<file path="config.mk">
export PLATFORM = sky130hd
export DESIGN_NAME = rv_regfile
export DESIGN_NICKNAME = d
export VERILOG_FILES = /design/src/source/rv_regfile.sv
export VERILOG_INCLUDE_DIRS = /design/src /design/src/include
export SDC_FILE = /design/constraint.sdc
export NUM_CORES = 2
export LEC_CHECK = 0
export ABC_CLOCK_PERIOD_IN_PS = 2100
export BUFFER_PORTS_ARGS = -buffer_cell sky130_fd_sc_hd__buf_2
export CAP_MARGIN = 20
export CORE_MARGIN = 3
export CORE_UTILIZATION = 69
export DETAILED_ROUTE_END_ITERATION = 10
export PLACE_DENSITY = 0.87
export REMOVE_ABC_BUFFERS = 1
export SYNTH_ARGS = -nofsm -noshare
export SYNTH_HDL_FRONTEND = slang
export SYNTH_SLANG_ARGS = --single-unit
</file>
<file path="constraint.sdc">
create_clock -name clk_i -period 2.1 [get_ports clk_i]
set_input_delay 0.105 -clock clk_i [delete_from_list [all_inputs] [get_ports clk_i]]
set_output_delay 0.105 -clock clk_i [all_outputs]
set_load 0.05 [all_outputs]
</file>
<file path="src/include/rv_core_cfg.svh">
// configuration macros for the reset pc, data memory depth and register count.
`ifndef RV_CORE_CFG_SVH
`define RV_CORE_CFG_SVH

// address loaded into the program counter while reset is asserted.
`define RV_RESET_PC 32'h0000_0000

// data memory depth in 32-bit words.
// the memory is indexed with address bits [7:2], so 64 words fill that window.
`define RV_DMEM_WORDS 64

// integer register count of the base isa.
`define RV_NUM_REGS 32

`endif

</file>
<file path="src/source/rv_regfile.sv">
// integer register file with two asynchronous read ports, one write port and x0 tied to zero.
`timescale 1ns/1ns
`include "rv_core_cfg.svh"

module rv_regfile (
    input  logic        clk_i,
    input  logic        arst_n_i,
    input  logic [4:0]  rs1_i,
    input  logic [4:0]  rs2_i,
    input  logic [4:0]  rd_i,
    input  logic        we_i,
    input  logic [31:0] wdata_i,
    output logic [31:0] rs1_data_o,
    output logic [31:0] rs2_data_o
);

    logic [31:0] regs [`RV_NUM_REGS];

    always_ff @(posedge clk_i or negedge arst_n_i) begin
        if (!arst_n_i) begin
            for (int k = 0; k < `RV_NUM_REGS; k++) begin
                regs[k] <= '0;
            end
        end else if (we_i && rd_i != 5'd0) begin
            regs[rd_i] <= wdata_i; // x0 stays at its reset value.
        end
    end

    assign rs1_data_o = regs[rs1_i];
    assign rs2_data_o = regs[rs2_i];

    a_x0_zero: assert property (@(posedge clk_i) disable iff (!arst_n_i) regs[0] == '0)
        else $error("rv_regfile: x0 holds a nonzero value");

endmodule

</file>
==> run summary <==
Cell Pwr Density: 933 nW/um^2
Routability cong.: 0.862
Non-Filler Instances: 5755
Max FFs per register: 1024
Largest net degree at the start of global routing: 80
Measured slew at the worst slew-check pin: 0.977 ns
Area Overhead vs Synth: 13.2%
CTS Buf Count: 106
Insertion delay to the later sink of the worst-skew pair: 0.67 ns
Final wirelength: 179000 um
Clk_skew: 0 ns
Remaining DRCs: 0
Top flop regs: regs (1024)
CTS tree: built
Startpoint Class: flip-flop
Initial Utilization: 0.702
Total of warnings raised by yosys: 0
Area leader, netlist: dfrtp_1
Fraction of layout cells with a size suffix above 1: 0.348
Reg2Reg Depth: 3
Most common cell after layout, fill and taps aside: dfrtp_1
Worst path arrival time: 2.44 ns
First-pass GRT wire length: 265000 um
Clk sinks: 1024
Dpl cells: 5540
Setup Viol. Count Final: 57
Die Y-Extent: 291 um
Most frequent cells in the layout: dfrtp_1 (1024), mux2i_1 (1014), mux2_2 (953)
DR WL met3: 22200 um
Status: complete, but fails checks
Achievable frequency: 394 MHz
Mapped Area: 55900 um^2
Failing checks: negative setup slack
Vias in the first global route: 43573
Row Count: 103
Slew margin rel.: 0.346
Sequential fraction of the synthesis area: 0.458
Clk slew on worst S/H paths: 0.07 ns
Min-delay worst type: input port to flip-flop
Reg2reg start: regs[796]
Initial antenna violation count: 6
Synth area leaders: dfrtp_1 (46%), mux2_2 (19%), mux2i_1 (18%)
Layout Nets: 4667
Met2 Wirelength: 80100 um
Cells after Synth: 4601
Pins Over Slew Limit: 0
CTS H-tree depth: 3
Hold depth: 2
Crit. End Element: primary output
Synth Register Bits: 1024
Initial DRC Count: 5363
CTS root buf: clkbuf_16
Biggest register: regs
GR Overflow Total: 0
Hold_sp: wdata_i[15]
Peak supply drop: 0.000846 V
R2R Path End: regs[796]
Routed Antenna Nets: 0
Routed length per instance: 31.1 um
Max Cap Viol: 0
Highest routed layer: met5
Port Buffer Count: 113
Via count: 42466
Setup CP Type: flip-flop to primary output
Worst path required time: 2.00 ns
Worst setup margin: -0.441 ns
Number of library cell types mapped by synthesis: 28
GRT Total Usage: 0.406
Drt pass-1 iters: 6
Setup TNS: -6.62 ns
Chip Width: 291 um
Leak pwr: 30.1 nW
I/O Pins: 114
R2R Setup Slk: 1.01 ns
HPWL after DPL: 93800 um
Core Box Area: 79600 um^2
Crit share post-route: 1.21
Post-synth top area share: 0.458
Final min period: 2.54 ns
Deepest clock path buffer count: 3
Die Area: 84500 um^2
Met1 WL: 66000 um
Via density per instance: 7.38
Fin util: 0.795
Final hold violation count: 0
RSZ-0062 raised after global routing: true
Syn_area_per_cell: 12.2 um^2
Crit-path max FO: 3
Worst hold endpoint: regs[687]
## logic make-up (layout without fill, tap and decap cells)
group,Yosys count,after routing,share of synthesized area
compound gates,576,576,0.0701
buf+inv,473,575,0.0450
flops,1024,1024,0.458
mux,2016,2016,0.383
other cells,0,2,0
simple gates,512,512,0.0439
## power breakdown
| group | internal (mW) | leakage, nW | switching, mW |
|---|---|---|---|
| clock | 11.3 | 1.76 | 8.20 |
| sequential | 23.5 | 13.1 | 3.28 |
| combinational | 6.39 | 15.2 | 6.44 |
| total | 41.1 | 30.1 | 17.9 |
## worst max-delay path by stage
| stage | startpoint | end | slack [ns] |
|---|---|---|---|
| 3_3_place_gp | rs1_i[1] | rs1_data_o[28] | 0.12 |
| 5_1_grt | regs[781] | rs2_data_o[13] | -0.40 |
| 6_report | regs[781] | rs2_data_o[13] | -0.44 |
| 3_5_place_dp | rs1_i[1] | rs1_data_o[28] | 0.1 |
| 4_1_cts | regs[781] | rs1_data_o[13] | -0.22 |
| 2_1_floorplan | rs1_i[2] | rs1_data_o[0] | -3.34 |
## worst max-delay path: stages, from the launching register on
cell	delay, ns
dfrtp_1	0.45
mux2i_2	0.38
a22o_1	0.27
nor3_2	0.08
a31oi_4	0.24
nand3_2	0.14
buf_6	0.18
## cell usage after synthesis
cell type	count
nor3_1	65
and3b_1	1
nand3b_1	4
nor2_1	3
nand2b_1	4
nor3b_1	1
mux2i_1	1024
nor3b_2	3
nand3_1	194
buf_4	64
clkbuf_1	224
a21oi_1	192
a22oi_1	192
buf_6	48
nor2b_1	4
dfrtp_1	1024
and2_1	2
nand2_1	210
buf_1	26
a31oi_1	64
nor2_4	16
buf_2	111
and3_1	1
or2_2	3
mux2_2	953
or3b_4	1
mux2_1	39
a22o_1	128
## stage by stage
stage | hold WS, ns | total power, mW | instance area (um^2) | setup slack (ns)
final | 0.0524 | 59.1 | 63300 | -0.441
after detailed placement | 0.0871 | 38.5 | 58800 | 0.0980
after floorplan | -0.191 | 34.0 | 53400 | -3.34
after global routing | 0.0767 | 60.9 | 63300 | -0.404
after CTS | 0.0224 | 58.3 | 63100 | -0.218
after global placement | 0.0797 | 37.6 | 58800 | 0.123
## repair_timing
action,4_1_cts,5_1_grt
pin swaps,69,75
resized for setup,167,38
hold buffers,3,0
setup buffers,8,8
hold endpoints to repair,814,0
endpoints found under the setup margin,64,64
## layout make-up
cell class	instances	area, um^2
Multi-Input combinational cell	3104	28400
Clock inverter	38	443
Antenna cell	2	5.00
Tap cell	1050	1310
Clock buffer	156	3120
Sequential cell	1024	25600
Fill cell	4284	16300
Timing Repair Buffer	381	4450
## metal layers
layer  vias up  track usage
met1     21424        0.523
met5         -            0
met4         8        0.227
met2      3143        0.608
li1      16995            -
met3       896        0.132
(Power assumes the default switching activity.)
