[src/include/rv_core_cfg.svh]
// configuration macros for the reset pc, data memory depth and register count.
`ifndef RV_CORE_CFG_SVH
`define RV_CORE_CFG_SVH

// address loaded into the program counter while reset is asserted.
`define RV_RESET_PC 32'h0000_0000

// data memory depth in 32-bit words.
// the memory is indexed with address bits [7:2], so 64 words fill that window.
`define RV_DMEM_WORDS 64

// integer register count of the base isa.
`define RV_NUM_REGS 32

`endif

[src/source/rv_dmem.sv]
// word-addressed data memory with asynchronous read and clocked write.
`timescale 1ns/1ns
`include "rv_core_cfg.svh"

module rv_dmem (
    input  logic        clk_i,
    input  logic        arst_n_i,
    input  logic [31:0] addr_i,
    input  logic [31:0] wdata_i,
    input  logic        we_i,
    output logic [31:0] rdata_o
);

    localparam int aw = $clog2(`RV_DMEM_WORDS);

    logic [31:0]   mem [`RV_DMEM_WORDS];
    logic [aw-1:0] idx;

    assign idx = addr_i[aw+1:2]; // byte offset bits are dropped.

    always_ff @(posedge clk_i or negedge arst_n_i) begin
        if (!arst_n_i) begin
            for (int k = 0; k < `RV_DMEM_WORDS; k++) begin
                mem[k] <= '0;
            end
        end else if (we_i) begin
            mem[idx] <= wdata_i;
        end
    end

    assign rdata_o = mem[idx];

    // upper address bits would alias onto a lower word.
    a_store_in_range: assert property (@(posedge clk_i) disable iff (!arst_n_i)
        we_i |-> (addr_i[31:2] < `RV_DMEM_WORDS))
        else $error("rv_dmem: store to address %h beyond memory", addr_i);

endmodule

[config.mk]
export PLATFORM = sky130hd
export DESIGN_NAME = rv_dmem
export DESIGN_NICKNAME = d
export VERILOG_FILES = /design/src/source/rv_dmem.sv
export VERILOG_INCLUDE_DIRS = /design/src /design/src/include
export SDC_FILE = /design/constraint.sdc
export NUM_CORES = 2
export LEC_CHECK = 0
export BUFFER_PORTS_ARGS = -buffer_cell sky130_fd_sc_hd__buf_2
export CORE_ASPECT_RATIO = 0.8
export CORE_MARGIN = 2
export CORE_UTILIZATION = 50
export CTS_CLUSTER_DIAMETER = 120
export DETAILED_ROUTE_END_ITERATION = 16
export PLACE_DENSITY = 0.65
export SYNTH_ARGS = -nofsm -noshare
export SYNTH_HDL_FRONTEND = slang
export SYNTH_SLANG_ARGS = --single-unit
export TNS_END_PERCENT = 20
[constraint.sdc]
create_clock -name clk_i -period 2.8 [get_ports clk_i]
set_clock_uncertainty 0.15 [all_clocks]
set_input_delay 0.28 -clock clk_i [delete_from_list [all_inputs] [get_ports clk_i]]
set_output_delay 0.28 -clock clk_i [all_outputs]
set_load 0.02 [all_outputs]
==> metrics.txt <==
failing checks negative setup slack; Synth-to-Final Area Change 19.2%; non-filler cells in the finished layout 9735; Routed Antenna Nets 0; FP Rows 140; DRT Pass-1 Iters 6; WL/cell about 34 um; Net Count, Synth 6875; worst r2r src mem[41]; CTS tree built; RSZ-0062 raised after global routing yes; CTS Buffer Depth 3; Cell Area, Placed roughly 0.10 mm2; clock transition at the registers of the reported paths about 0.070 ns; CP max FO 2; worst slew pin tran roughly 1.2 ns; vias in the first global route around 65000; WP data required 2.37 ns; Slew HR 20.8%; Placed Cells incl. Taps ~9300; worst reg2reg setup slack 1.78 ns; Multi-input gate area roughly 0.039 mm2; EDFF count, synth 0; Tmin final 3.48 ns; pwr dens between 600 and 700 mW/mm2; design area ~0.11 mm2; PortBufs 72; Worst-Skew Late Latency 0.85 ns; GRT Util Overall between 30 and 40%; biggest regs mem x2048; Max stage delay cell, worst path mux4_2; synthesized cell area about 0.09 mm2; Seq. cell area slightly above 0.05 mm2; Die H approximately 390 um; Buf+Inv Stages, Crit Path 3; max_cap viols 0; Critical Path AT around 3.1 ns; number of CTS-inserted buffers slightly below 200; CTS sink count about 2000; WS Path Type reg -> out; register with the most flip-flops mem; Fin Hold WS ~0.06 ns; grt ovf 0; Peak Freq between 200 and 300 MHz; post-synth top area share a little under three fifths; fillers 14000; reg-to-reg endpoint mem[41]; Starting DRT DRC Count 7246; top cells by area, synth dfrtp_1 56%, mux2_2 25%, a22oi_1 3.5%; core area between 0.15 and 0.2 mm2; synthesized area per cell approximately 14 um2; most common library cells after synthesis 2067 x mux2_2, 2048 x dfrtp_1, 428 x a22oi_1, 302 x clkbuf_1, 273 x a221oi_1; synthesized netlist cell count slightly below 7000; htree depth 4; post-synth top area cell dfrtp_1; Layout Nets just over 7000; fin worst setup slack -0.679 ns; Ys Warns 0; peak supply drop between 0.5 and 0.6 mV; FFs w/ async S/R, synth between 90% and 100%; library cells used by synthesis 60; Fin. Hold Viols 0; first-pass GRT wire length 474000 um; Pleak a little over 50 nW; GPL Wtd Cong roughly 0.9; Synth Flop Type dfrtp_1; Slew Limit Fails 0; pin count of the biggest net entering global routing 136; Power Total ~0.074 W; vias post-DR about 65000; Worst Hold Launch wdata_i[30]; largest delay contributor family on the critical path buffers and inverters; hold path depth 3; most numerous cell in the Yosys netlist mux2_2; Die ar. ~0.19 mm2; WL final 328000 um; CP dominant cell by count buf_12; status finished with violations; crit-path cells mux4_2, nor2_2, a31oi_1, buf_4, o2111ai_4, nand4_1, buf_12, buf_12; WHS Endpoint mem[894]; max FFs per register 2048; number of remaining DRC errors 0; I/O pin count between 90 and 100; Critical Path Source mem[862]; Die X roughly 480 um; Initial Util about half; biggest cell delay along the critical path 0.49 ns; CTS Root Cell clkbuf_16; # setup viols final 32; Final Cycle Share 124%; Detailed Place HPWL around 210000 um; layout cells sized above 1 48.5%; initial antenna violation count 12; worst reg-to-reg path cell count 2; Place WS -0.768 ns; CP endpoint kind output port; CP startpoint kind register; #FFs+latches synth around 2000; via/cell ratio between 6 and 7; post-synthesis sequential area ratio about 56%; Min-Delay Path Class in -> reg
## how the worst max path moves through the flow
stage                   to  slack [ns]  depth (start not counted)
2_1_floorplan  rdata_o[11]        0.29                          7
3_3_place_gp   rdata_o[13]       -0.82                         13
3_5_place_dp   rdata_o[13]       -0.77                         13
4_1_cts        rdata_o[30]       -0.75                          8
5_1_grt        rdata_o[30]       -0.75                          8
6_report       rdata_o[30]       -0.68                          8
## tightest hold or removal path, delay by kind of cell
kind | cells | cell delay [ns]
buf+inv | 2 | 0.39
mux | 1 | 0.35
## cells by family (layout without fill, tap and decap cells)
family          count (synthesis)  in the layout  share of synthesized area (%)
simple gates                  341            341                           1.80
flops                        2048           2048                           55.6
other cells                     0              8                              0
buf+inv                       759           1264                           3.68
compound gates               1404           1404                           10.8
mux                          2256           2256                           28.2
## placed cells by master, fill, tap and decap left out, types with 42 or more instances in the layout
| cell type | count |
|---|---|
| a22o_1 | 52 |
| mux2_2 | 2066 |
| o22ai_1 | 82 |
| nand2_1 | 78 |
| mux4_2 | 63 |
| o21ai_0 | 122 |
| mux2i_1 | 106 |
| a22oi_1 | 419 |
| clkbuf_16 | 201 |
| dfrtp_1 | 2048 |
| buf_12 | 258 |
| buf_2 | 51 |
| clkinv_2 | 42 |
| nor2_1 | 44 |
| a21oi_1 | 255 |
| buf_4 | 545 |
| clkbuf_8 | 44 |
| a221oi_1 | 250 |
## area by class of cell
cell class	count	share of cell area, %
flip-flops and latches	2048	46.6
multi-input cells	4001	35.2
repair buffers	895	9.06
clock buffers	280	5.24
well taps	2414	2.75
clock inverters	87	1.14
diodes	8	0.0182
inverters	2	0.00683
## what timing repair did
item                                    4_1_cts  5_1_grt
endpoints found under the setup margin       32       32
buffers inserted                              1        1
pin swaps                                    38       24
endpoints found under the hold margin      2224        0
resized for setup                           115       70
hold buffers                                 21        0
## stage by stage
| step | setup TNS (ns) | util [%] |
|---|---|---|
| final | -12.57 | 60.2 |
| after global routing | -15.08 | 60.2 |
| after CTS | -13.86 | 60.0 |
| after detailed placement | -12.05 | 55.8 |
| after global placement | -11.74 | 55.8 |
| after floorplan | 0 | - |
## metal layers
metal,global-route usage (%),vias to the layer above,part of all wire [%]
met5,0,-,0.055
met4,12.8,7,4.4
met3,8.77,723,10
met2,49.7,3268,42
met1,50.7,34900,43
li1,-,26300,-
## where the power goes
part	total, W	switching, W	internal, W
Sequential	0.0356	0.00206	0.0335
Combinational	0.00985	0.00478	0.00507
Clock	0.0289	0.0121	0.0168
Total	0.0744	0.0190	0.0554
Note: power is estimated with default switching activity, not from simulation.
