### src/include/rv_core_cfg.svh
// configuration macros for the reset pc, data memory depth and register count.
`ifndef RV_CORE_CFG_SVH
`define RV_CORE_CFG_SVH

// address loaded into the program counter while reset is asserted.
`define RV_RESET_PC 32'h0000_0000

// data memory depth in 32-bit words.
// the memory is indexed with address bits [7:2], so 64 words fill that window.
`define RV_DMEM_WORDS 64

// integer register count of the base isa.
`define RV_NUM_REGS 32

`endif

### src/source/rv_core_pkg.sv
// core datapath types for addresses, format flags, alu operations, decode results and writeback.
package rv_core_pkg;

    typedef logic [31:0] rv_addr;

    // exactly one flag is raised per supported opcode.
    typedef struct packed {
        logic r;
        logic i;
        logic s;
        logic b;
        logic u;
        logic j;
    } rv_fmt_t;

    typedef enum logic [3:0] {
        alu_add,
        alu_sub,
        alu_sll,
        alu_slt,
        alu_sltu,
        alu_xor,
        alu_srl,
        alu_sra,
        alu_or,
        alu_and,
        alu_beq,
        alu_bne,
        alu_blt,
        alu_bge,
        alu_bltu,
        alu_bgeu
    } rv_alu_op_e;

    typedef struct packed {
        logic [4:0] rs1;
        logic [4:0] rs2;
        logic [4:0] rd;
        logic [6:0] opcode;
        logic [2:0] funct3;
        logic [6:0] funct7;
        rv_fmt_t    fmt;
        rv_alu_op_e alu_op;
        logic       reg_write;
    } rv_dec_t;

    typedef struct packed {
        logic        en;
        logic [4:0]  rd;
        logic [31:0] data;
    } rv_wb_t;

endpackage

### src/source/rv_alu.sv
// alu for integer arithmetic, logic, shifts, set-less-than and branch compares.
`timescale 1ns/1ns
module rv_alu
    import rv_core_pkg::*;
(
    input  rv_alu_op_e  op_i,
    input  logic [31:0] a_i,
    input  logic [31:0] b_i,
    output logic [31:0] result_o,
    output logic        taken_o
);

    logic [4:0] shamt;
    logic       lt_s;
    logic       lt_u;

    assign shamt = b_i[4:0];
    assign lt_s  = $signed(a_i) < $signed(b_i);
    assign lt_u  = a_i < b_i;

    always_comb begin
        result_o = '0;
        taken_o  = 1'b0;
        case (op_i)
            alu_add:  result_o = a_i + b_i;
            alu_sub:  result_o = a_i - b_i;
            alu_sll:  result_o = a_i << shamt;
            alu_slt:  result_o = {31'b0, lt_s};
            alu_sltu: result_o = {31'b0, lt_u};
            alu_xor:  result_o = a_i ^ b_i;
            alu_srl:  result_o = a_i >> shamt;
            alu_sra:  result_o = $unsigned($signed(a_i) >>> shamt);
            alu_or:   result_o = a_i | b_i;
            alu_and:  result_o = a_i & b_i;
            alu_beq:  taken_o  = (a_i == b_i);
            alu_bne:  taken_o  = (a_i != b_i);
            alu_blt:  taken_o  = lt_s;
            alu_bge:  taken_o  = !lt_s;
            alu_bltu: taken_o  = lt_u;
            default:  taken_o  = !lt_u; // bgeu.
        endcase
    end

endmodule

### config.mk
export PLATFORM = sky130hd
export DESIGN_NAME = rv_alu
export DESIGN_NICKNAME = d
export VERILOG_FILES = /design/src/include/rv_core_cfg.svh /design/src/source/rv_core_pkg.sv /design/src/source/rv_alu.sv
export SDC_FILE = /design/constraint.sdc
export NUM_CORES = 1
export LEC_CHECK = 0
export BUFFER_PORTS_ARGS = -buffer_cell sky130_fd_sc_hd__buf_4
export CORE_ASPECT_RATIO = 0.6
export CORE_MARGIN = 4
export CORE_UTILIZATION = 57
export DETAILED_ROUTE_END_ITERATION = 10
export PLACE_DENSITY = 0.9
export SYNTH_ARGS = -nofsm -noshare
export SYNTH_HDL_FRONTEND = slang
export SYNTH_SLANG_ARGS = --single-unit
export TNS_END_PERCENT = 20
### constraint.sdc
create_clock -name vclk -period 4.3
set_clock_uncertainty 0.05 [all_clocks]
set_input_delay 0.215 -clock vclk [all_inputs]
set_output_delay 0.215 -clock vclk [all_outputs]
set_load 0.02 [all_outputs]
==> qor.csv <==
metric,value,unit
initial DRC count,2094,
Crit path max-delay family,compound AO/OA/AOI/OAI gates,
initial antenna violation count,2,
Leak,4.080,nW
cts hold-fix bufs,0,
PortBufs,101,
Worst VDD drop,0.1388,mV
combinational share of power,100.0,%
Seq pwr share,0,%
post-synth top area cell,ha_1,
Antenna Violating Nets Remaining,0,
maxcap violations,0,
Via density,7.204,
"top cells by count, synth","191 x nor2_1, 160 x a21oi_1, 119 x nand2_1",
post-CTS sizing,0,
Nets,1528,
Total GRT Usage,45.68,%
Worst Setup Start Kind,primary input,
critical-path cell list,"buf_4, inv_1, ha_1, inv_1, fa_1, nor2b_1, o221ai_1, a211oi_1, a221oi_2, o221ai_1, a21oi_2, o21ai_0, a31oi_1, a21oi_1, a211oi_1, buf_4",
synthesized area per cell,6.125,um2
ANT cells,0,
Worst-Margin Slew,1.326,ns
Max Freq,249.2,MHz
Worst EP required,4.03,ns
syn nets,1495,
CLK BUF,0,
die area,16310,um2
synth warn,0,
Starting Density,58.98,%
grt ovf,0,
hold_ws,0.9640,ns
P&R area growth vs syn,10.29,%
Sw Share,65.38,%
post-synth top area share,14.92,%
GR Util met1,67.21,%
synth unique cells,70,
cell with the most instances after synthesis,nor2_1,
Detailed Routing Iterations Pass 1,7,
Final Cycle Share,93.31,%
FF+latch count,0,
global routing met3 resource utilization,20.02,%
share of cells above drive strength 1,12.80,%
met2 usage,60.31,%
Sw Pwr,0.0008698,W
FP Rows,33,
buffers plus inverters on the worst setup path,4,
count of final setup violators,0,
Power Internal,0.0004606,W
largest net degree at the start of global routing,82,
Slew headroom,10.91,%
wire per inst,25.29,um
placed instance count,1551,
dpl cell area,8971,um2
Post-Route WL,39.22,mm
Setup Buffers After CTS,0,
Worst Hold Class,in -> out,
io pins,101,
Max Slew Vio Count,0,
Cell Pwr Density,148.3,nW/um2
CP Data Arrival Time,3.75,ns
Reg area,0,um2
Setup crit end kind,output pin,
CP max FO,6,
HPWL reported at the end of detailed placement,30.82,mm
GP Congestion,1.091,
Post-Syn Instances,1328,
routed vias,11170,
CP max stage delay,0.40,ns
"Seq/Total Area, Yosys",0,%
Setup TNS,0,ns
first-pass GRT wire length,58.63,mm
CP Class,in -> out,
Final Non-Filler Cells,1551,
final hold violation count,0,
Final Instance Area,8971,um2
die height,100.5,um
status,"finished, final reports clean",
crit path time final,4.012,ns
Synth area leaders,"ha_1 15%, a21oi_1 9.8%, nor2_1 8.8%, o21ai_0 6.3%, mux2i_1 6.2%",
critical path's slowest cell,fa_1,
GR peak layer,met1,
vias in the first global route,9796,
chip width,162.2,um
RSZ-0062 raised after global routing,false,
Post-Route Utilization,65.05,%
DRC,0,
Clk network pwr share,0,%
post-synthesis cell area,8134,um2
core region area,13790,um2
==> worst min-delay path, cell delays in order <==
cell and delay, ns:
buf_4 0.15, a32oi_1 0.10, nor2_1 0.09, a211oi_1 0.08, buf_4 0.15
==> area by class of cell <==
class,instances,area (um2)
timing repair buffer,134,1006
multi-input combinational,1128,7361
fill,1363,4820
inverter,97,364.1
tap,192,240.2
==> metal layers <==
layer  part of all wire (%)  up-vias
met1                     41     5005
met3                     20      127
met4                    3.7        4
met5                  0.066        -
met2                     36     1123
li1                       -     4915
==> placed cells by master (no fill, tap or decap), types with 6 or more instances in the layout <==
| cell type | count |
|---|---|
| mux2i_1 | 50 |
| a211o_1 | 11 |
| a211oi_1 | 45 |
| o211ai_1 | 24 |
| nor3_1 | 25 |
| o21ai_0 | 103 |
| mux2_2 | 19 |
| nor4_1 | 7 |
| nand2b_1 | 16 |
| o22ai_1 | 25 |
| o21bai_1 | 18 |
| buf_4 | 134 |
| a221oi_1 | 20 |
| and3_1 | 6 |
| a21oi_1 | 160 |
| nand2_1 | 119 |
| o221ai_1 | 15 |
| o31ai_1 | 16 |
| nand3_1 | 19 |
| ha_1 | 97 |
| inv_1 | 94 |
| nand4_1 | 11 |
| o2111ai_1 | 7 |
| a31oi_1 | 16 |
| nor2_1 | 191 |
| nor2b_1 | 6 |
| a221o_1 | 11 |
| a21o_1 | 18 |
==> path summary, 6_finish.rpt <==
kind,startpoint,slack (ns),endpoint,cells past startpoint
min,op_i[1],0.96,taken_o,5
max,a_i[0],0.29,taken_o,16
==> power groups by stage <==
stage / Clock, W / Sequential [W] / Combinational (W)
2_1_floorplan: 0 / 0 / 0.000812
3_3_place_gp: 0 / 0 / 0.00124
3_5_place_dp: 0 / 0 / 0.00125
4_1_cts: 0 / 0 / 0.00125
5_1_grt: 0 / 0 / 0.00140
6_report: 0 / 0 / 0.00133
==> logic make-up after synthesis <==
family / count (synthesis) / synth area share, %
AND/OR/NAND/NOR: 425 / 22.75
XOR/XNOR: 3 / 0.3231
buffers and inverters: 200 / 9.614
multiplexers: 74 / 10.17
AO/OA/AOI/OAI: 527 / 41.73
adder cells (fa/ha/maj): 99 / 15.41
==> stage by stage <==
stage / total power (W) / setup slack [ns]
finish: 0.001330 / 0.2876
global placement: 0.001236 / 0.5091
detailed placement: 0.001248 / 0.4350
CTS: 0.001255 / 0.4314
global route: 0.001399 / 0.1216
floorplan: 0.0008118 / 0.01422
Note: power is estimated with default switching activity, not from simulation.
