--- src/include/rv_core_cfg.svh ---
// configuration macros for the reset pc, data memory depth and register count.
`ifndef RV_CORE_CFG_SVH
`define RV_CORE_CFG_SVH

// address loaded into the program counter while reset is asserted.
`define RV_RESET_PC 32'h0000_0000

// data memory depth in 32-bit words.
// the memory is indexed with address bits [7:2], so 64 words fill that window.
`define RV_DMEM_WORDS 64

// integer register count of the base isa.
`define RV_NUM_REGS 32

`endif

--- src/source/rv_isa_pkg.sv ---
// rv32i opcode and funct constants, per-format instruction layouts and the instruction union.
package rv_isa_pkg;

    // major opcodes of the supported instructions.
    localparam logic [6:0] op_lui    = 7'b0110111;
    localparam logic [6:0] op_auipc  = 7'b0010111;
    localparam logic [6:0] op_jal    = 7'b1101111;
    localparam logic [6:0] op_jalr   = 7'b1100111;
    localparam logic [6:0] op_branch = 7'b1100011;
    localparam logic [6:0] op_load   = 7'b0000011;
    localparam logic [6:0] op_store  = 7'b0100011;
    localparam logic [6:0] op_imm    = 7'b0010011;
    localparam logic [6:0] op_reg    = 7'b0110011;

    localparam logic [2:0] f3_add_sub = 3'b000;
    localparam logic [2:0] f3_sll     = 3'b001;
    localparam logic [2:0] f3_slt     = 3'b010;
    localparam logic [2:0] f3_sltu    = 3'b011;
    localparam logic [2:0] f3_xor     = 3'b100;
    localparam logic [2:0] f3_srl_sra = 3'b101;
    localparam logic [2:0] f3_or      = 3'b110;
    localparam logic [2:0] f3_and     = 3'b111;

    localparam logic [2:0] f3_beq  = 3'b000;
    localparam logic [2:0] f3_bne  = 3'b001;
    localparam logic [2:0] f3_blt  = 3'b100;
    localparam logic [2:0] f3_bge  = 3'b101;
    localparam logic [2:0] f3_bltu = 3'b110;
    localparam logic [2:0] f3_bgeu = 3'b111;

    localparam logic [6:0] f7_alt = 7'b0100000; // selects sub and sra.

    typedef struct packed {
        logic [6:0] funct7;
        logic [4:0] rs2;
        logic [4:0] rs1;
        logic [2:0] funct3;
        logic [4:0] rd;
        logic [6:0] opcode;
    } rv_r_fmt_t;

    typedef struct packed {
        logic [11:0] imm_11_0;
        logic [4:0]  rs1;
        logic [2:0]  funct3;
        logic [4:0]  rd;
        logic [6:0]  opcode;
    } rv_i_fmt_t;

    typedef struct packed {
        logic [6:0] imm_11_5;
        logic [4:0] rs2;
        logic [4:0] rs1;
        logic [2:0] funct3;
        logic [4:0] imm_4_0;
        logic [6:0] opcode;
    } rv_s_fmt_t;

    typedef struct packed {
        logic       imm_12;
        logic [5:0] imm_10_5;
        logic [4:0] rs2;
        logic [4:0] rs1;
        logic [2:0] funct3;
        logic [3:0] imm_4_1;
        logic       imm_11;
        logic [6:0] opcode;
    } rv_b_fmt_t;

    typedef struct packed {
        logic [19:0] imm_31_12;
        logic [4:0]  rd;
        logic [6:0]  opcode;
    } rv_u_fmt_t;

    typedef struct packed {
        logic       imm_20;
        logic [9:0] imm_10_1;
        logic       imm_11;
        logic [7:0] imm_19_12;
        logic [4:0] rd;
        logic [6:0] opcode;
    } rv_j_fmt_t;

    // one instruction word seen through each encoding format.
    typedef union packed {
        rv_r_fmt_t   r;
        rv_i_fmt_t   i;
        rv_s_fmt_t   s;
        rv_b_fmt_t   b;
        rv_u_fmt_t   u;
        rv_j_fmt_t   j;
        logic [31:0] raw;
    } rv_instr_u;

endpackage

--- src/source/rv_core_pkg.sv ---
// core datapath types for addresses, format flags, alu operations, decode results and writeback.
package rv_core_pkg;

    typedef logic [31:0] rv_addr;

    // exactly one flag is raised per supported opcode.
    typedef struct packed {
        logic r;
        logic i;
        logic s;
        logic b;
        logic u;
        logic j;
    } rv_fmt_t;

    typedef enum logic [3:0] {
        alu_add,
        alu_sub,
        alu_sll,
        alu_slt,
        alu_sltu,
        alu_xor,
        alu_srl,
        alu_sra,
        alu_or,
        alu_and,
        alu_beq,
        alu_bne,
        alu_blt,
        alu_bge,
        alu_bltu,
        alu_bgeu
    } rv_alu_op_e;

    typedef struct packed {
        logic [4:0] rs1;
        logic [4:0] rs2;
        logic [4:0] rd;
        logic [6:0] opcode;
        logic [2:0] funct3;
        logic [6:0] funct7;
        rv_fmt_t    fmt;
        rv_alu_op_e alu_op;
        logic       reg_write;
    } rv_dec_t;

    typedef struct packed {
        logic        en;
        logic [4:0]  rd;
        logic [31:0] data;
    } rv_wb_t;

endpackage

--- src/source/rv_imm_gen.sv ---
// immediate generator rebuilding the sign-extended i, s, b, u and j immediates.
`timescale 1ns/1ns
module rv_imm_gen
    import rv_isa_pkg::*;
    import rv_core_pkg::*;
(
    input  rv_instr_u   instr_i,
    input  rv_fmt_t     fmt_i,
    output logic [31:0] imm_o
);

    always_comb begin
        case (1'b1)
            fmt_i.r: imm_o = '0;
            fmt_i.i: imm_o = {{20{instr_i.i.imm_11_0[11]}}, instr_i.i.imm_11_0};
            fmt_i.s: imm_o = {{20{instr_i.s.imm_11_5[6]}}, instr_i.s.imm_11_5,
                              instr_i.s.imm_4_0};
            fmt_i.b: imm_o = {{19{instr_i.b.imm_12}}, instr_i.b.imm_12, instr_i.b.imm_11,
                              instr_i.b.imm_10_5, instr_i.b.imm_4_1, 1'b0};
            fmt_i.u: imm_o = {instr_i.u.imm_31_12, 12'b0};
            fmt_i.j: imm_o = {{11{instr_i.j.imm_20}}, instr_i.j.imm_20, instr_i.j.imm_19_12,
                              instr_i.j.imm_11, instr_i.j.imm_10_1, 1'b0};
            default: imm_o = '0;
        endcase
    end

endmodule

--- config.mk ---
export PLATFORM = sky130hd
export DESIGN_NAME = rv_imm_gen
export DESIGN_NICKNAME = d
export VERILOG_FILES = /design/src/include/rv_core_cfg.svh /design/src/source/rv_isa_pkg.sv /design/src/source/rv_core_pkg.sv /design/src/source/rv_imm_gen.sv
export SDC_FILE = /design/constraint.sdc
export NUM_CORES = 1
export LEC_CHECK = 0
export BUFFER_PORTS_ARGS = -buffer_cell sky130_fd_sc_hd__buf_2
export CAP_MARGIN = 25
export CORE_AREA = 10 10 50 52
export DETAILED_ROUTE_END_ITERATION = 6
export DIE_AREA = 0 0 60 62
export GPL_TIMING_DRIVEN = 1
export PLACE_DENSITY = 0.82
export SYNTH_ARGS = -nofsm -noshare
export SYNTH_HDL_FRONTEND = slang
export SYNTH_SLANG_ARGS = --single-unit
--- constraint.sdc ---
create_clock -name vclk -period 2.7
set_clock_uncertainty 0.05 [all_clocks]
set_input_delay 0.27 -clock vclk [all_inputs]
set_output_delay 0.27 -clock vclk [all_outputs]
set_load 0.02 [all_outputs]
==> run_results.csv <==
group,metric,value,unit
run_status,run_status,"finished, final reports clean",
logic_synthesis,syn_inst,92,
drt,drt-total-wl,2.47,mm
drt,drt-initial-drc-count,27,
placement,numPortBuffers,63,
hold_path,hp-class,"in2out",
layout,diodes,0,
global_route,grt_usage,11.9,%
setup_path,cp_common_cell,"buf_2",
logic_synthesis,synth_xor_area_share,0,%
logic_synthesis,synth_warnings,0,
sta,hold_viol_final,0,
layout,drive_gt1_share,44.9,%
sta,final.setup.tns,0,ns
sta,setup_viol,0,
floorplan,dieArea,3720,um^2
logic_synthesis,synthAdderAreaFrac,0,%
sta,tightestPinTransition,0.603,ns
setup_path,critical_path.top_delay_family,"compound AO/OA/AOI/OAI gates",
setup_path,critPathLaunchType,"input pin",
layout,seq_cells,0,
sta,fmax,0.515,GHz
logic_synthesis,ys_types,20,
logic_synthesis,synth_compound_area_share,37.0,%
global_route,grt_pass1_wl,3.69,mm
global_route,overflow,0,
layout,n_clock_buffer,0,
logic_synthesis,syn-cell-area,510,um^2
layout,area.growth.synth_to_final,59.3,%
setup_path,path_class,"in2out",
drt,drc,0,
sta,fin_crit,1.94,ns
global_route,antenna_found_initial,0,
floorplan,floorplan.initialDensity,31.6,%
layout,multi_input_comb_area,458,um^2
sta,maxSlewViolCount,0,
clock_tree,ctsResizeCount,0,
drt,post_drt_wl_per_cell,15.1,um
clock_tree,cts_setup_buffers,0,
floorplan,coreArea,1610,um^2
setup_path,end_kind,"output pin",
logic_synthesis,synthMuxAreaShare,0,%
sta,min_period_over_period,71.9,%
setup_path,cp_slowest_stage_delay,0.53,ns
logic_synthesis,ys_seq_area_share,0,%
run,max_cap_viol_count,0,
logic_synthesis,syn_area_per_cell,5.55,um^2
global_route,grt_max_degree,22,
pwr,p_leak,0.452,nW
global_route,grt_pass1_vias,804,
drt,first_pass_iters,4,
pwr,p_per_area,214,nW/um^2
setup_path,crit_chain,"buf_2 -> nor2_1 -> buf_4 -> o21a_1 -> a21oi_1 -> buf_2",
logic_synthesis,synth_top_family_by_area,"simple AND/OR/NAND/NOR gates",
floorplan,ios,70,
sta,grt_setup_unrepaired,"false",
layout,final_core_utilization,50.4,%
setup_path,crit_path_top_delay_cell,"o21a_1",
sta,max_slew_margin,59.8,%
setup_path,critPathBufInv,3,
setup_path,cp.required,2.38,ns
layout,nFillCells,179,
pwr,ir_drop,0.0847,mV
floorplan,row_count,15,
setup_path,cp_max_fo,21,
logic_synthesis,synth-simple-area-share,52.7,%
clock_tree,ctsHoldBuffers,0,
layout,nNetsFinal,187,
layout,ff_latch_area,0,um^2
placement,dp_hpwl,2.08,mm
logic_synthesis,syn_nets,130,
floorplan,fp.dieW,60,um
placement,place.gp.congestion,0.801,
setup_path,cp.arrival,1.62,ns
floorplan,die_y,62,um
drt,ant_nets,0,
drt,via_per_inst,5.30,
drt,num_vias,870,
## cell usage after synthesis, drive strengths merged
cell type / instances / area [um^2]
inv: 3 / 11.3
nor2: 4 / 15.0
or4b: 1 / 10.0
or2: 1 / 6.26
buf: 7 / 33.8
a22o: 4 / 35.0
or2b: 2 / 15.0
and2: 6 / 37.5
nand2: 2 / 7.51
a21oi: 22 / 114
a21o: 2 / 15.0
nand2b: 10 / 62.6
nor3: 3 / 15.0
o21a: 1 / 7.51
nand3: 20 / 100
clkbuf: 2 / 7.51
o311a: 1 / 10.0
a211oi: 1 / 7.51
## metal layers
| metal | track usage [%] | vias to the layer above | wire [um] |
|---|---|---|---|
| met1 | 11.9 | 390 | 893 |
| met2 | 23.8 | 38 | 1250 |
| met4 | 0.962 | 0 | 19 |
| li1 | - | 440 | - |
| met5 | 0 | - | 0 |
| met3 | 3.86 | 2 | 304 |
## placed cells by master (no fill, tap or decap), drive strengths merged
| cell | netlist | final |
|---|---|---|
| a22o | 4 | 4 |
| and2 | 6 | 6 |
| nand2b | 10 | 10 |
| or2 | 1 | 1 |
| nor3 | 3 | 3 |
| nor2 | 4 | 4 |
| or2b | 2 | 2 |
| nand2 | 2 | 2 |
| a211oi | 1 | 1 |
| o311a | 1 | 1 |
| a21oi | 22 | 22 |
| or4b | 1 | 1 |
| buf | 7 | 64 |
| o21a | 1 | 1 |
| nand3 | 20 | 20 |
| a21o | 2 | 2 |
| inv | 3 | 3 |
## cell type report
| cell class | count | share of cell area, % |
|---|---|---|
| inverter | 3 | 1.38 |
| multi-input combinational | 80 | 56.3 |
| tap | 17 | 2.62 |
| timing repair buffer | 64 | 39.7 |
## cells by family after synthesis
group | after synthesis
buffers and inverters | 12
and+or+nand+nor | 49
AOI/OAI and AO/OA | 31
## report_power, final
part	internal [mW]	switching, mW	leakage [nW]
sequential	0	0	0
clock	0	0	0
combinational	0.0642	0.110	0.452
total	0.0642	0.110	0.452
## path summary, 6_finish.rpt
path	start	end	slack, ns	cells after the start
setup / recovery	fmt_i[2]	imm_o[24]	0.76	6
hold / removal	instr_i[30]	imm_o[10]	0.82	3
## through the flow
step	power (mW)	setup WS (ns)	std cells	hold WS [ns]	instance area, um^2
CTS	0.175	0.767	164	0.825	813
global placement	0.171	0.794	164	0.824	813
finish	0.174	0.759	164	0.821	813
floorplan	0.107	1.11	92	0.567	510
detailed placement	0.175	0.770	164	0.825	813
global route	0.191	0.631	164	0.847	813
Power figures use the tool's default switching activity.
