**src/include/rv_core_cfg.svh**
```systemverilog
// configuration macros for the reset pc, data memory depth and register count.
`ifndef RV_CORE_CFG_SVH
`define RV_CORE_CFG_SVH

// address loaded into the program counter while reset is asserted.
`define RV_RESET_PC 32'h0000_0000

// data memory depth in 32-bit words.
// the memory is indexed with address bits [7:2], so 64 words fill that window.
`define RV_DMEM_WORDS 64

// integer register count of the base isa.
`define RV_NUM_REGS 32

`endif

```
**src/source/rv_isa_pkg.sv**
```systemverilog
// rv32i opcode and funct constants, per-format instruction layouts and the instruction union.
package rv_isa_pkg;

    // major opcodes of the supported instructions.
    localparam logic [6:0] op_lui    = 7'b0110111;
    localparam logic [6:0] op_auipc  = 7'b0010111;
    localparam logic [6:0] op_jal    = 7'b1101111;
    localparam logic [6:0] op_jalr   = 7'b1100111;
    localparam logic [6:0] op_branch = 7'b1100011;
    localparam logic [6:0] op_load   = 7'b0000011;
    localparam logic [6:0] op_store  = 7'b0100011;
    localparam logic [6:0] op_imm    = 7'b0010011;
    localparam logic [6:0] op_reg    = 7'b0110011;

    localparam logic [2:0] f3_add_sub = 3'b000;
    localparam logic [2:0] f3_sll     = 3'b001;
    localparam logic [2:0] f3_slt     = 3'b010;
    localparam logic [2:0] f3_sltu    = 3'b011;
    localparam logic [2:0] f3_xor     = 3'b100;
    localparam logic [2:0] f3_srl_sra = 3'b101;
    localparam logic [2:0] f3_or      = 3'b110;
    localparam logic [2:0] f3_and     = 3'b111;

    localparam logic [2:0] f3_beq  = 3'b000;
    localparam logic [2:0] f3_bne  = 3'b001;
    localparam logic [2:0] f3_blt  = 3'b100;
    localparam logic [2:0] f3_bge  = 3'b101;
    localparam logic [2:0] f3_bltu = 3'b110;
    localparam logic [2:0] f3_bgeu = 3'b111;

    localparam logic [6:0] f7_alt = 7'b0100000; // selects sub and sra.

    typedef struct packed {
        logic [6:0] funct7;
        logic [4:0] rs2;
        logic [4:0] rs1;
        logic [2:0] funct3;
        logic [4:0] rd;
        logic [6:0] opcode;
    } rv_r_fmt_t;

    typedef struct packed {
        logic [11:0] imm_11_0;
        logic [4:0]  rs1;
        logic [2:0]  funct3;
        logic [4:0]  rd;
        logic [6:0]  opcode;
    } rv_i_fmt_t;

    typedef struct packed {
        logic [6:0] imm_11_5;
        logic [4:0] rs2;
        logic [4:0] rs1;
        logic [2:0] funct3;
        logic [4:0] imm_4_0;
        logic [6:0] opcode;
    } rv_s_fmt_t;

    typedef struct packed {
        logic       imm_12;
        logic [5:0] imm_10_5;
        logic [4:0] rs2;
        logic [4:0] rs1;
        logic [2:0] funct3;
        logic [3:0] imm_4_1;
        logic       imm_11;
        logic [6:0] opcode;
    } rv_b_fmt_t;

    typedef struct packed {
        logic [19:0] imm_31_12;
        logic [4:0]  rd;
        logic [6:0]  opcode;
    } rv_u_fmt_t;

    typedef struct packed {
        logic       imm_20;
        logic [9:0] imm_10_1;
        logic       imm_11;
        logic [7:0] imm_19_12;
        logic [4:0] rd;
        logic [6:0] opcode;
    } rv_j_fmt_t;

    // one instruction word seen through each encoding format.
    typedef union packed {
        rv_r_fmt_t   r;
        rv_i_fmt_t   i;
        rv_s_fmt_t   s;
        rv_b_fmt_t   b;
        rv_u_fmt_t   u;
        rv_j_fmt_t   j;
        logic [31:0] raw;
    } rv_instr_u;

endpackage

```
**src/source/rv_core_pkg.sv**
```systemverilog
// core datapath types for addresses, format flags, alu operations, decode results and writeback.
package rv_core_pkg;

    typedef logic [31:0] rv_addr;

    // exactly one flag is raised per supported opcode.
    typedef struct packed {
        logic r;
        logic i;
        logic s;
        logic b;
        logic u;
        logic j;
    } rv_fmt_t;

    typedef enum logic [3:0] {
        alu_add,
        alu_sub,
        alu_sll,
        alu_slt,
        alu_sltu,
        alu_xor,
        alu_srl,
        alu_sra,
        alu_or,
        alu_and,
        alu_beq,
        alu_bne,
        alu_blt,
        alu_bge,
        alu_bltu,
        alu_bgeu
    } rv_alu_op_e;

    typedef struct packed {
        logic [4:0] rs1;
        logic [4:0] rs2;
        logic [4:0] rd;
        logic [6:0] opcode;
        logic [2:0] funct3;
        logic [6:0] funct7;
        rv_fmt_t    fmt;
        rv_alu_op_e alu_op;
        logic       reg_write;
    } rv_dec_t;

    typedef struct packed {
        logic        en;
        logic [4:0]  rd;
        logic [31:0] data;
    } rv_wb_t;

endpackage

```
**src/source/rv_decode.sv**
```systemverilog
// rv32i decoder producing register indices, function fields, format flags and alu operation.
`timescale 1ns/1ns
module rv_decode
    import rv_isa_pkg::*;
    import rv_core_pkg::*;
(
    input  rv_instr_u instr_i,
    output rv_dec_t   dec_o
);

    rv_fmt_t    fmt;
    rv_alu_op_e alu_op;
    logic       alt;

    assign alt = (instr_i.r.funct7 == f7_alt); // bit 30 picks the alternate operation.

    always_comb begin
        fmt = '0;
        case (instr_i.r.opcode)
            op_reg:                   fmt.r = 1'b1;
            op_imm, op_load, op_jalr: fmt.i = 1'b1;
            op_store:                 fmt.s = 1'b1;
            op_branch:                fmt.b = 1'b1;
            op_lui, op_auipc:         fmt.u = 1'b1;
            op_jal:                   fmt.j = 1'b1;
            default:                  fmt = '0; // unsupported opcodes retire as a no-op.
        endcase
    end

    always_comb begin
        alu_op = alu_add; // loads, stores, jumps and upper immediates all use the adder.
        if (instr_i.r.opcode == op_reg || instr_i.r.opcode == op_imm) begin
            case (instr_i.r.funct3)
                f3_add_sub: alu_op = (alt && fmt.r) ? alu_sub : alu_add; // no subi exists.
                f3_sll:     alu_op = alu_sll;
                f3_slt:     alu_op = alu_slt;
                f3_sltu:    alu_op = alu_sltu;
                f3_xor:     alu_op = alu_xor;
                f3_srl_sra: alu_op = alt ? alu_sra : alu_srl;
                f3_or:      alu_op = alu_or;
                default:    alu_op = alu_and;
            endcase
        end else if (fmt.b) begin
            case (instr_i.b.funct3)
                f3_beq:  alu_op = alu_beq;
                f3_bne:  alu_op = alu_bne;
                f3_blt:  alu_op = alu_blt;
                f3_bge:  alu_op = alu_bge;
                f3_bltu: alu_op = alu_bltu;
                f3_bgeu: alu_op = alu_bgeu;
                default: alu_op = alu_add; // reserved encodings are never taken.
            endcase
        end
    end

    assign dec_o.rs1       = instr_i.r.rs1;
    assign dec_o.rs2       = instr_i.r.rs2;
    assign dec_o.rd        = instr_i.r.rd;
    assign dec_o.opcode    = instr_i.r.opcode;
    assign dec_o.funct3    = instr_i.r.funct3;
    assign dec_o.funct7    = instr_i.r.funct7;
    assign dec_o.fmt       = fmt;
    assign dec_o.alu_op    = alu_op;
    assign dec_o.reg_write = fmt.r | fmt.i | fmt.u | fmt.j; // stores and branches have no rd.

    // sampled on every change of the incoming word.
    a_fmt_onehot: assert property (@(instr_i.raw) $onehot0(fmt))
        else $error("rv_decode: more than one format flag raised");

endmodule

```
**config.mk**
```make
export PLATFORM = sky130hd
export DESIGN_NAME = rv_decode
export DESIGN_NICKNAME = d
export VERILOG_FILES = /design/src/include/rv_core_cfg.svh /design/src/source/rv_isa_pkg.sv /design/src/source/rv_core_pkg.sv /design/src/source/rv_decode.sv
export SDC_FILE = /design/constraint.sdc
export NUM_CORES = 1
export LEC_CHECK = 0
export ABC_AREA = 1
export BUFFER_PORTS_ARGS = -buffer_cell sky130_fd_sc_hd__buf_2
export CORE_UTILIZATION = 36
export DETAILED_ROUTE_END_ITERATION = 10
export PLACE_DENSITY = 0.91
export SYNTH_ARGS = -nofsm -noshare
export SYNTH_HDL_FRONTEND = slang
export SYNTH_SLANG_ARGS = --single-unit
```
**constraint.sdc**
```tcl
create_clock -name vclk -period 1.56
set_input_delay 0.156 -clock vclk [all_inputs]
set_output_delay 0.156 -clock vclk [all_outputs]
set_load 0.01 [all_outputs]
```
==> out/qor.yml, run 1 <==
netlist.area_leader.share_pct: 43.0
yosysTopAreaCell: "buf_4"
antenna_cells: 0
synth_nets: 133
layout_min_cycle_time_ns: 1.11
maxCapViolCount: 0
die-area_um2: 1710
min_path_type: "in -> out"
outcome: "complete, no violations"
num-fill-cells: 163
vias_per_cell: 4.61
slew_viol_final: 0
critPathMaxFanout: 4
initial_core_util_pct: 40.8
grt_max_degree: 9
postCtsResizedCells: 0
pwr-share-clk_pct: 0
fp-row-count: 13
cts.hold.buffers_added: 0
num_io_pins: 75
yosysUniqueCellTypes: 16
required_ns: 1.40
drt_iter0_markers: 5
worstHoldEndpoint: "dec_o[33]"
hold_path_depth: 0
fmax_mhz: 898
finalHoldViolCount: 0
crit_type: "in -> out"
vias: 595
drtPass1Iterations: 2
powerDensity_nw_per_um2: 201
combPwrFrac_pct: 100.0
cp-start-kind: "primary input"
critPathCaptureType: "output pin"
hpwlAfterDp_mm: 1.00
slew_headroom_pct: 84.3
grt-ovfl-total: 0
drt-total-wl_mm: 1.13
area_growth_pct: 0.673
hold_start: "instr_i[20]"
synthTopCellsByArea: "buf_4 43%, nand2_1 13%, inv_1 11%, nor2_1 9.4%, nand3_1 4.5%"
grt_pass1_vias: 435
yosys_warnings: 0
setup_tns_ns: 0
synth-seq-area-share_pct: 0
route.antenna.remaining_nets: 0
avgSynthCellArea_um2: 5.53
die_x_um: 41.4
finalSetupViolCount: 0
finalNonFillerCells: 129
dp.cells: 129
cp.arrival_ns: 0.96
gp_congestion: 0.745
tightest_slew_ns: 0.234
rsz0062_at_grt: "no"
antenna_found_initial: 0
synth_area_um2: 558
post_drt_wl_per_cell_um: 8.73
pwr-share-seq_pct: 0
switching_share_pct: 59.9
peakVddDrop_mv: 0.0766
grt_pass1_wl_mm: 1.60
clkbuf_count: 0
intPower_mw: 0.0453
die_y_um: 41.4
drc: 0
period_share_pct: 71.4
portBuffers: 45
cellLeakagePower_nw: 0.406
fin_nets: 148
p_switching_mw: 0.0677
postCtsSetupRepairBufs: 0
regArea_um2: 0
syn_inst: 101
n_sequential_cell: 0
track_usage_pct: 13.2
layout-drive-gt1-share_pct: 46.5
core_um2: 1370
metrics by stage:
stage,area (um2),setup slack (ns),hold WS (ns),power [mW],utilization [%]
2_1_floorplan,558,0.589,0.366,0.122,-
3_3_place_gp,562,0.463,0.312,0.111,41.1
3_5_place_dp,562,0.430,0.312,0.114,41.1
4_1_cts,562,0.431,0.312,0.115,41.1
5_1_grt,562,0.298,0.312,0.130,41.1
6_report,562,0.447,0.312,0.113,41.1
final cells by class:
cell class | instances | area [um2] | share of cell area, %
well taps | 15 | 18.8 | 3.34
multi-input cells | 52 | 254 | 45.2
repair buffers | 45 | 225 | 40.1
inverters | 17 | 63.8 | 11.4
metal layers:
layer  GRT usage, %  vias up  wire (um)
met5              0        -          0
met4              0        0          0
met3           1.06        0        134
met2           29.7       44        569
met1           13.3      250        422
li1               -      301          -
synthesized netlist by cell type (all sizes together):
cell type	number
inv	17
buf	32
o21ai	3
nand3	7
nand4	1
nor3	2
a21oi	1
nand2	20
nor2	18
cell usage in the layout, fill, tap and decap left out:
cell     synthesis  routed
inv_1           16      16
o21ai_0          1       1
inv_2            1       1
a21oi_1          1       1
nand3_2          1       1
nand2_2          1       1
nand2_1         19      19
nand3_4          1       1
nand3_1          5       5
nor2_1          14      14
buf_2            0      45
nor2_2           2       2
o21ai_1          2       2
nor3_1           2       2
nand4_1          1       1
nor2_4           2       2
cells by family (layout without fill, tap and decap cells):
| logic type | Yosys count | count (layout) | synth area share, % |
|---|---|---|---|
| and+or+nand+nor | 48 | 48 | 41.9 |
| AOI/OAI and AO/OA | 4 | 4 | 3.59 |
| buffers and inverters | 49 | 62 | 54.5 |
worst max-delay path: stages:
cell and delay (ns):
buf_2 0.08, inv_1 0.08, nor3_1 0.24, nand2_1 0.11, nand2_1 0.08, nor2_1 0.04, nand2_1 0.05, buf_2 0.12
worst max-delay path by stage:
stage,from,to,slack [ns]
global route,instr_i[2],dec_o[0],0.30
detailed placement,instr_i[2],dec_o[0],0.43
finish,instr_i[2],dec_o[0],0.45
floorplan,instr_i[1],dec_o[2],0.59
CTS,instr_i[2],dec_o[0],0.43
global placement,instr_i[2],dec_o[0],0.46
power groups by stage:
stage                     logic, mW  registers (mW)  clock network [mW]
after floorplan               0.122               0                   0
final                         0.113               0                   0
after detailed placement      0.114               0                   0
after global placement        0.111               0                   0
after global routing          0.130               0                   0
after CTS                     0.115               0                   0
Power figures use the tool's default switching activity.
==> run 2, diff against run 1 <==
- ABC_AREA: 1 -> 0
- CORE_UTILIZATION: 36 -> 28
- PLACE_DENSITY: 0.91 -> 0.8
- clock period: 1.56 -> 0.9 ns (I/O delays scaled with it)
==> run 2 against run 1 <==
Compared with the run above: the flow now finishes with violations (negative setup slack); largest power group unchanged; via count is 1.8% higher; area after synthesis shrank 9.4%; die area increased by 16%; worst hold slack got worse by 0.13 ns; setup slack lost 0.90 ns; synthesized cell count fell by 27%; highest routed layer is now met4; sequential share of layout area did not move; first-iteration DRC count grew to 3.0 times the previous value; final cell count increased by 1.6%; combinational power grew to 2.6 times the previous value; global-route usage is 1.0 points lower; routed wire length is 22% higher.
==> out/qor.yml, run 2 <==
num_io_pins: 75
cts.hold.buffers_added: 0
layout-drive-gt1-share_pct: 76.6
tightest_slew_ns: 0.285
min_path_type: "in -> out"
cp-start-kind: "primary input"
gp_congestion: 0.728
cp.arrival_ns: 1.27
vias: 606
grtUsageMet2_pct: 22.4
track_usage_pct: 12.2
crit_top_cell: "buf_2"
area_growth_pct: 61.1
grt_pass1_vias: 480
path_cells: "buf_2 -> or4b_4 -> nor4_4 -> o22ai_1 -> o21ai_1 -> buf_2"
portBuffers: 45
antenna_cells: 0
antenna_found_initial: 0
ys_top_cells_by_count: "32 x buf_4, 7 x nor2_1, 4 x a21oi_1, 3 x inv_1, 3 x nand2_1"
critPathCaptureType: "output pin"
required_ns: 0.81
finalSetupViolCount: 11
synth-seq-area-share_pct: 0
initial_core_util_pct: 31.7
yosysUniqueCellTypes: 26
drc: 0
fmax_mhz: 736
synth_nets: 106
yosys_warnings: 0
grt_max_degree: 10
slew_headroom_pct: 81.0
peakVddDrop_mv: 0.158
maxCapViolCount: 0
drt_iter0_markers: 15
grt-busiest-layer: "met2"
yosysTopAreaCell: "buf_4"
cp-startpoint: "instr_i[27]"
power_mw: 0.294
synth.most_common_cell: "buf_4"
grt-ovfl-total: 0
slew_viol_final: 0
period_share_pct: 151
synthTopCellsByArea: "buf_4 48%, nor2_1 5.2%, nor4_4 4.2%, a21oi_1 4.0%, a221oi_1 3.5%"
grt_pass1_wl_mm: 1.93
synth_area_um2: 505
drt-total-wl_mm: 1.37
grt_use_met3_pct: 0.408
layout_min_cycle_time_ns: 1.36
outcome: "complete, but fails checks"
vias_per_cell: 4.63
critical-path-top-delay-family: "simple AND/OR/NAND/NOR gates"
crit_buf_inv: 2
clkbuf_count: 0
powerDensity_nw_per_um2: 361
slowest_delay_ns: 0.54
rsz0062_at_grt: "yes"
core_um2: 1590
layout_common_cells: "39 x buf_2, 15 x buf_4, 9 x buf_6, 7 x nor2_1"
cp_slowest_cell: "or4b_4"
layout_commonest_cell: "buf_2"
failed_checks: "negative setup slack"
hold_start: "instr_i[20]"
drtPass1Iterations: 4
fp-row-count: 14
crit_type: "in -> out"
regArea_um2: 0
critPathMaxFanout: 2
die-area_um2: 1980
met1_usage_pct: 15.5
die_x_um: 44.5
finalHoldViolCount: 0
fin_nets: 141
syn_inst: 74
dpl_cell_area_um2: 622
netlist.area_leader.share_pct: 47.5
die_y_um: 44.5
cellLeakagePower_nw: 0.415
fin_area_um2: 815
avgSynthCellArea_um2: 6.83
route.antenna.remaining_nets: 0
post_drt_wl_per_cell_um: 10.5
fin_ws_ns: -0.458
n_sequential_cell: 0
hpwlAfterDp_mm: 1.04
run 2: changes by cell type after synthesis, moves of 3 or more:
cell and change:
a21oi_1 +3, inv_1 -13, nand2_1 -16, nand3_1 -3, nor2_1 -7
run 2: path summary, 6_finish.rpt:
path / cells after the start / slack [ns] / end
max: 6 / -0.46 / dec_o[1]
min: 0 / 0.18 / dec_o[33]
run 2: metrics by stage:
stage / utilization [%] / setup WS [ns] / hold WS (ns) / instances / TNS, ns
2_1_floorplan: - / -0.303 / 0.218 / 74 / -0.796
3_3_place_gp: 39.0 / -0.492 / 0.180 / 124 / -2.57
3_5_place_dp: 39.0 / -0.533 / 0.180 / 124 / -2.83
4_1_cts: 46.3 / -0.535 / 0.180 / 129 / -2.15
5_1_grt: 51.1 / -0.541 / 0.180 / 131 / -2.51
6_report: 51.1 / -0.458 / 0.180 / 131 / -1.78
run 2: logic make-up (layout without fill, tap and decap cells):
group	Yosys count	in the layout	share of synthesized area (%)
AO/OA/AOI/OAI	12	12	14.6
AND/OR/NAND/NOR	26	26	34.9
buffers and inverters	36	69	50.5
run 2: layer usage:
metal,up-vias,share of wire [%]
met5,-,0
met1,273,38
li1,293,-
met2,34,53
met3,6,7.6
met4,0,1.4
run 2: cell type report:
cell class | count | area, um2
Inverter | 4 | 15.0
Tap cell | 24 | 30.0
Timing Repair Buffer | 65 | 439
Multi-Input combinational cell | 38 | 330
Fill cell | 158 | 779
run 2: report_power, final:
part	internal (mW)	switching, mW
clock network	0	0
logic	0.149	0.145
registers	0	0
total	0.149	0.145
run 2: repair_timing:
action                     4_1_cts  5_1_grt
setup endpoints to repair       11       11
gates resized for setup         19       12
pin swaps                        7        9
buffers inserted                 7        3
